`src/hw/muldiv_cfg_pkg.sv`:
```
package muldiv_cfg_pkg;

  // datapath width of the core
  localparam int unsigned XLEN = 64;

  // width of the issue tag
  localparam int unsigned TRANS_ID_BITS = 3;

  // cycles from the issue cycle to the multiplier result
  localparam int unsigned MUL_LATENCY = 2;

  // divider step counter covers XLEN steps and one result cycle
  localparam int unsigned DIV_CNT_BITS = $clog2(XLEN + 1);

  // one operand or one result
  typedef logic [XLEN-1:0] xlen_t;

  // tag handed back with each result
  typedef logic [TRANS_ID_BITS-1:0] trans_id_t;

endpackage

```
`src/hw/muldiv_op_pkg.sv`:
```
package muldiv_op_pkg;
  import muldiv_cfg_pkg::*;

  // M extension operations handled by this unit
  typedef enum logic [3:0] {
    MUL, MULH, MULHU, MULHSU, MULW,
    DIV, DIVU, DIVW, DIVUW,
    REM, REMU, REMW, REMUW
  } fu_op_e;

  // one issued operation
  typedef struct packed {
    fu_op_e    operation;
    xlen_t     operand_a;
    xlen_t     operand_b;
    trans_id_t trans_id;
  } fu_data_t;

  // bit positions inside the 2-bit divider opcode
  localparam int unsigned DIV_OPC_SIGNED = 0;
  localparam int unsigned DIV_OPC_REM    = 1;

  // which part of the product goes to the result
  typedef logic [1:0] mul_sel_t;
  localparam mul_sel_t MUL_SEL_LOW  = 2'd0;
  localparam mul_sel_t MUL_SEL_HIGH = 2'd1;
  localparam mul_sel_t MUL_SEL_WORD = 2'd2;

  function automatic logic is_mul_op(fu_op_e op);
    return op inside {MUL, MULH, MULHU, MULHSU, MULW};
  endfunction

  function automatic logic is_div_op(fu_op_e op);
    return op inside {DIV, DIVU, DIVW, DIVUW, REM, REMU, REMW, REMUW};
  endfunction

  // 32-bit variants, result is sign extended from bit 31
  function automatic logic is_word_op(fu_op_e op);
    return op inside {MULW, DIVW, DIVUW, REMW, REMUW};
  endfunction

  function automatic logic is_signed_div(fu_op_e op);
    return op inside {DIV, DIVW, REM, REMW};
  endfunction

  function automatic logic is_rem(fu_op_e op);
    return op inside {REM, REMU, REMW, REMUW};
  endfunction

  function automatic xlen_t sext32to64(logic [31:0] val);
    return {{(XLEN - 32){val[31]}}, val};
  endfunction

endpackage

```
`src/hw/serdiv.sv`:
```
module serdiv
  import muldiv_cfg_pkg::*;
  import muldiv_op_pkg::*;
(
  input  logic       clk_i,
  input  logic       rst_ni,
  input  logic       flush_i,
  input  logic       in_vld_i,
  input  xlen_t      op_a_i,
  input  xlen_t      op_b_i,
  input  logic [1:0] opcode_i,
  input  trans_id_t  id_i,
  input  logic       out_rdy_i,
  output logic       in_rdy_o,
  output logic       out_vld_o,
  output xlen_t      res_o,
  output trans_id_t  id_o
);

  typedef enum logic [1:0] {
    IDLE,
    DIVIDE,
    FINISH
  } div_state_e;

  div_state_e state_d, state_q;

  // control
  logic [DIV_CNT_BITS-1:0] cnt_d, cnt_q;
  logic rem_sel_d, rem_sel_q;
  logic neg_quo_d, neg_quo_q;
  logic neg_rem_d, neg_rem_q;

  // datapath
  xlen_t     divisor_d, divisor_q;
  xlen_t     rem_d, rem_q;
  xlen_t     quo_d, quo_q;
  xlen_t     res_d, res_q;
  trans_id_t id_d, id_q;

  // operand preparation
  logic  a_neg;
  logic  b_neg;
  xlen_t a_abs;
  xlen_t b_abs;

  // one shift-subtract step
  logic [XLEN:0] rem_shift;
  logic [XLEN:0] diff;
  logic          fits;

  // sign corrected results
  xlen_t quo_fix;
  xlen_t rem_fix;

  // --------------------------------------------------------------------
  // operand magnitudes
  // --------------------------------------------------------------------
  assign a_neg = opcode_i[DIV_OPC_SIGNED] & op_a_i[XLEN-1];
  assign b_neg = opcode_i[DIV_OPC_SIGNED] & op_b_i[XLEN-1];
  assign a_abs = a_neg ? -op_a_i : op_a_i;
  assign b_abs = b_neg ? -op_b_i : op_b_i;

  // --------------------------------------------------------------------
  // restoring division step
  // --------------------------------------------------------------------
  // next dividend bit shifts from the quotient register into the remainder
  assign rem_shift = {rem_q, quo_q[XLEN-1]};
  assign diff      = rem_shift - {1'b0, divisor_q};
  // no borrow means the divisor fits
  assign fits      = ~diff[XLEN];

  // quotient is negative when signs differ, remainder follows the dividend
  // most negative by -1 wraps back to itself here, as RISC-V expects
  assign quo_fix = neg_quo_q ? -quo_q : quo_q;
  assign rem_fix = neg_rem_q ? -rem_q : rem_q;

  // --------------------------------------------------------------------
  // state machine
  // --------------------------------------------------------------------
  always_comb begin
    state_d   = state_q;
    cnt_d     = cnt_q;
    rem_sel_d = rem_sel_q;
    neg_quo_d = neg_quo_q;
    neg_rem_d = neg_rem_q;
    divisor_d = divisor_q;
    rem_d     = rem_q;
    quo_d     = quo_q;
    res_d     = res_q;
    id_d      = id_q;

    case (state_q)
      IDLE: begin
        if (in_vld_i) begin
          id_d      = id_i;
          rem_sel_d = opcode_i[DIV_OPC_REM];
          neg_quo_d = a_neg ^ b_neg;
          neg_rem_d = a_neg;
          if (op_b_i == '0) begin
            // divide by zero skips the loop
            // quotient all ones, remainder is the dividend
            res_d   = opcode_i[DIV_OPC_REM] ? op_a_i : '1;
            state_d = FINISH;
          end else begin
            divisor_d = b_abs;
            rem_d     = '0;
            quo_d     = a_abs;
            cnt_d     = '0;
            state_d   = DIVIDE;
          end
        end
      end
      DIVIDE: begin
        if (cnt_q == DIV_CNT_BITS'(XLEN)) begin
          // all bits done, register the corrected result
          res_d   = rem_sel_q ? rem_fix : quo_fix;
          state_d = FINISH;
        end else begin
          rem_d = fits ? diff[XLEN-1:0] : rem_shift[XLEN-1:0];
          quo_d = {quo_q[XLEN-2:0], fits};
          cnt_d = cnt_q + 1'b1;
        end
      end
      FINISH: begin
        // hold the result until the output is free
        if (out_rdy_i) begin
          state_d = IDLE;
        end
      end
      default: state_d = IDLE;
    endcase

    // flush drops whatever is running and blocks acceptance
    if (flush_i) begin
      state_d = IDLE;
    end
  end

  always_ff @(posedge clk_i or negedge rst_ni) begin
    if (!rst_ni) begin
      state_q   <= IDLE;
      cnt_q     <= '0;
      rem_sel_q <= 1'b0;
      neg_quo_q <= 1'b0;
      neg_rem_q <= 1'b0;
    end else begin
      state_q   <= state_d;
      cnt_q     <= cnt_d;
      rem_sel_q <= rem_sel_d;
      neg_quo_q <= neg_quo_d;
      neg_rem_q <= neg_rem_d;
    end
  end

  always_ff @(posedge clk_i) begin
    divisor_q <= divisor_d;
    rem_q     <= rem_d;
    quo_q     <= quo_d;
    res_q     <= res_d;
    id_q      <= id_d;
  end

  assign in_rdy_o  = (state_q == IDLE);
  assign out_vld_o = (state_q == FINISH);
  assign res_o     = res_q;
  assign id_o      = id_q;

endmodule

```
`config.mk`:
```
export PLATFORM = sky130hd
export DESIGN_NAME = serdiv
export DESIGN_NICKNAME = d
export VERILOG_FILES = /design/src/hw/muldiv_cfg_pkg.sv /design/src/hw/muldiv_op_pkg.sv /design/src/hw/serdiv.sv
export SDC_FILE = /design/constraint.sdc
export NUM_CORES = 1
export LEC_CHECK = 0
export BUFFER_PORTS_ARGS = -buffer_cell sky130_fd_sc_hd__buf_2
export CAP_MARGIN = 20
export CORE_AREA = 5 5 234 236
export CTS_CLUSTER_DIAMETER = 40
export DETAILED_ROUTE_END_ITERATION = 16
export DIE_AREA = 0 0 239 241
export PLACE_DENSITY = 0.66
export SLEW_MARGIN = 15
export SYNTH_ARGS = -nofsm -noshare
export SYNTH_HDL_FRONTEND = slang
export SYNTH_SLANG_ARGS = --single-unit
export TNS_END_PERCENT = 10
```
`constraint.sdc`:
```
create_clock -name clk_i -period 8.4 [get_ports clk_i]
set_input_delay 1.68 -clock clk_i [delete_from_list [all_inputs] [get_ports clk_i]]
set_output_delay 1.68 -clock clk_i [all_outputs]
set_load 0.02 [all_outputs]
```
Word-level counts from Yosys, hierarchy flattened
Cells that the tools add are included.
Cells by class
  mux-type cells: 29
  bitwise gates (word level): 5
  reductions and logical operators: 8
  equality and inequality tests: 11
  add/sub/neg operators: 6
Operators with widths (number)
  $mux W64: 16
  $pmux W64 S2: 3
  $neg A64 Y64: 4
  $sub A65 B64 Y65: 1
  $logic_not A64 Y1: 1
  $mux W7: 3
  $pmux W7 S2: 1
  $mux W2: 5
  $ne A3 B3 Y1 const B: 3
  $ne A2 B2 Y1 const B: 4
  $reduce_and A4 Y1: 2
  $add A7 B1 Y7 const B: 1
  $eq A7 B7 Y1 const B: 1
  $pmux W2 S3: 1
  $reduce_and A3 Y1: 2
  $and A1 B1 Y1: 2
  $eq A2 B1 Y1 const B: 1
  $eq A2 B2 Y1 const B: 1
  $logic_not A2 Y1: 1
  $ne A2 B1 Y1 const B: 1
  $not A1 Y1: 2
  $reduce_and A2 Y1: 1
  $reduce_bool A2 Y1: 1
  $xor A1 B1 Y1: 1
Storage, ports and cells
  input bits: 138
  output and inout port bits: 69
  logic and storage cells: 69
  register bits after elaboration: 271

Longest topological paths before layout
  depth in word-level cells: 5
  depth in mapped cells: 15
  depth with buffers taken out: 13

Worst setup path after synthesis
Ideal clock, no wire load.
  path type: in2reg
  start point: input port op_b_i[0]
  end point: register cnt_q[3]
  library setup time: 0.272 ns
  stages on the path: 12
  setup slack: -2.564 ns
  data arrival time: 10.692 ns
  buffers on the path: 1
  required time: 8.128 ns
  cells stage by stage: inv_1 ha_1 nand4bb_1 clkbuf_1 or3_1 nor4_1 a211o_1 a21oi_1 nand2_1 nor3_1 xnor2_1 nor2_1
On the way
  word-level cells in the longest chain between the ends: 3
Ends and longest elaborated chain
  start: declaration: RTL line serdiv.sv:10  | input xlen_t op_b_i,
  $logic_not A64 Y1: RTL line serdiv.sv:100  | if (op_b_i == '0) begin
  $ne A2 B2 Y1 (no source line)
  $reduce_and A4 Y1 (no source line)
  end signal: assignment: RTL line serdiv.sv:149  | cnt_q <= cnt_d;
  end: declaration: RTL line serdiv.sv:29  | logic [DIV_CNT_BITS-1:0] cnt_d, cnt_q;
No other way between the ends.
A chain may end at the register's enable or synchronous reset.

Final worst setup path
  start point: input port op_a_i[4]
  end point: register quo_q[59], data pin
On the way
  word-level cells in the longest chain between the ends: 5
Ends and longest elaborated chain
  start: declaration: RTL line serdiv.sv:9  | input xlen_t op_a_i,
  $neg A64 Y64: RTL line serdiv.sv:61  | assign a_abs = a_neg ? -op_a_i : op_a_i;
  $mux W64: RTL line serdiv.sv:61
  $mux W64: RTL line serdiv.sv:100
  $mux W64: RTL line serdiv.sv:95  | if (in_vld_i) begin
  $pmux W64 S2: RTL line serdiv.sv:93  | case (state_q)
  net quo_d[59]: RTL line serdiv.sv:37  | xlen_t quo_d, quo_q;
  end signal: assignment: RTL line serdiv.sv:159  | quo_q <= quo_d;
  end: declaration: RTL line serdiv.sv:37
The timed path passes the listed nets, and every way through them passes these cells. The select of a mux whose other input is x is not followed.

==> flow_summary.yaml <==
run_status:
  status: "completed"
yosys:
  ys_ff_latch: 271
  synth.area.top_cells: "edfxtp_1 37%, a21oi_1 6.8%, xnor2_1 6.4%"
  synth_area_per_cell_sq_um: 8.67
  ys_top_cells_by_count: "281 x a21oi_1, 259 x edfxtp_1, 252 x nand2_1"
  syn-cell-area_sq_um: 20800
  synth_ff_type: "edfxtp_1"
  seq_area_frac_synth_pct: 38.9
  synth_edf_count: 259
  async_reset_ff_share_pct: 4.43
  yosysMostFrequentCell: "a21oi_1"
  yosys.area.top_type: "edfxtp_1"
  synthCells: 2396
  yosys_warnings: 0
  synth_cell_types: 68
  synth.top_cell.area_share_pct: 37.5
  synth_nets: 2605
setup_path:
  cp.required_ps: 8700
  critPathArrivalTime_ps: 5490
  crit_path_start: "op_a_i[4]"
  cp-start-kind: "primary input"
  crit_type: "in2reg"
  crit_fanout: 6
  r2r_start: "rem_q[7]$_SDFFCE_PN0P_"
  crit_path_end_kind: "flip-flop"
floorplanning:
  fp.dieH_microns: 241
  initial_core_util_pct: 39.8
  pin_count: 207
  fp.dieW_microns: 239
  num_rows: 84
  dieArea_sq_um: 57600
  coreArea_sq_um: 52200
global_route:
  grt_pass1_wl_microns: 100000
  grt_usage_pct: 21.6
  grt_max_degree: 108
  grt_pass1_vias: 17566
  grt_overflow: 0
  antenna_found_initial: 0
power:
  powerDensity_nw_per_um2: 221
  p_leak_nw: 9.00
  peakVddDrop_uv: 143
placement:
  pre_cts_ws_ps: 2760
  hpwl_microns: 49200
  gp_congestion: 0.921
  io_buffers: 206
routing:
  drt_iter0_drc: 1783
  wl_per_cell_microns: 19.7
  dr.pass1.iters: 5
  num_vias: 18621
  drc_errors: 0
  routed_wl_microns: 64600
  vias_per_cell: 5.69
  ant_nets: 0
clock_tree:
  cts_tree: "done"
  worstSkewPairLatency_ps: 580
  cts_root_buf: "clkbuf_16"
  clk_transition_reported_paths_ps: 60
  post_cts_buffers: 0
  cts_max_level: 2
  cts_buffers: 44
  clock_path_buffers: 3
  hold_buffers: 0
  cts_resized: 0
  cts_sinks: 271
hold_path:
  min_from: "rem_sel_q$_DFFE_PN0P_"
  hold_class: "reg2reg"
sta:
  fin_worst_skew_ps: 28.5
  finalHoldViolCount: 0
  drv_slew: 0
  fin_crit_ps: 5190
  tightest_slew_ps: 1050
  tns_ps: 0
  max_freq_mhz: 193
  setup_slack_ps: 3210
  setup-violations-final: 0
  period_share_pct: 61.7
  rsz0062_at_grt: "no"
  relSlewSlack_pct: 29.3
final_layout:
  drive_above_1_share_pct: 13.4
  multi_input_area_sq_um: 11900
  finish.utilization_pct: 45.7
  diodes: 0
  fillers: 5082
  nets: 2756
  regArea_sq_um: 8080
  area_growth_pct: 15.0
flow_run:
  maxCapViolCount: 0
-- logic make-up after synthesis --
family | share of synthesized area, %
simple gates | 19.5
compound gates | 19.9
xor+xnor | 12.6
fa+ha+maj | 4.31
flops | 38.9
mux | 0.777
buf+inv | 4.07
-- per-layer routing --
layer	track usage (%)	share of wire [%]	vias to the layer above
met1	31.5	46	8752
li1	-	-	9047
met5	0	0	-
met2	33.3	44	704
met3	3.65	7.5	118
met4	6.00	2.5	0
-- cell usage in the layout, fill, tap and decap left out, types with 22 or more instances in the layout --
cell and n:
inv_1 103, a31oi_1 22, clkbuf_16 46, xor2_1 146, nand2b_1 28, o31ai_1 54
o21ai_0 181, nand3_1 23, nand4_1 27, nor4_1 24, nor3b_1 37, a21o_1 40
nor2_1 210, a21oi_1 280, nand2_1 251, o41ai_1 27, or4_1 34, buf_2 206
xnor2_1 152, or3_1 56, edfxtp_1 259, nor3_1 61, ha_1 70
-- registers in the layout, indices dropped and copies added (netlist names) --
register	cells
rem_q	64
rem_sel_q	1
state_q	2
neg_rem_q	1
divisor_q	64
neg_quo_q	1
res_o	64
quo_q	64
cnt_q	7
id_o	3
-- per-stage QoR --
stage	power [mW]	cell area [sq um]	hold WS [ps]	std cells
2_1_floorplan	2.94	20800	527	2396
3_3_place_gp	3.40	22400	500	3189
3_5_place_dp	3.41	22400	502	3189
4_1_cts	5.27	23900	516	3271
5_1_grt	5.55	23900	530	3271
6_report	5.27	23900	514	3271
-- power by group --
part | switching, mW | internal (mW) | leakage [nW]
registers | 0.172 | 1.66 | 2.67
clock network | 0.743 | 1.10 | 0.729
logic | 0.993 | 0.594 | 5.60
total | 1.91 | 3.36 | 9.00
-- cell type report --
cell class,instances,share of cell area [%]
Tap cell,688,3.60
Inverter,103,1.62
Sequential cell,271,33.8
Clock buffer,50,4.92
Multi-Input combinational cell,1902,49.7
Timing Repair Buffer,225,4.91
Clock inverter,32,1.39
-- worst paths after layout --
| kind | end | slack [ps] | cells after the start |
|---|---|---|---|
| max | quo_q[59]$_DFFE_PP_ | 3210 | 11 |
| min | rem_sel_q$_DFFE_PN0P_ | 510 | 1 |
| max reg2reg | rem_q[49]$_SDFFCE_PN0P_ | 3500 | 11 |
| min reg2reg | rem_sel_q$_DFFE_PN0P_ | 510 | 1 |
| max in group asynchronous | neg_rem_q$_DFFE_PN0P_ | 7170 | 1 |
| min in group asynchronous | state_q[1]$_DFFE_PN0P_ | 970 | 1 |
-- worst max-delay path, stage by stage --
cell and delay (ps):
buf_2 130, or4_1 580, nor3_1 530, nand2_1 240
or4_1 640, or2_2 370, nor2_1 430, nand4_1 260
o41ai_1 380, xor2_1 170, o21ai_0 80
No activity file was read; power rests on OpenSTA's default activity.
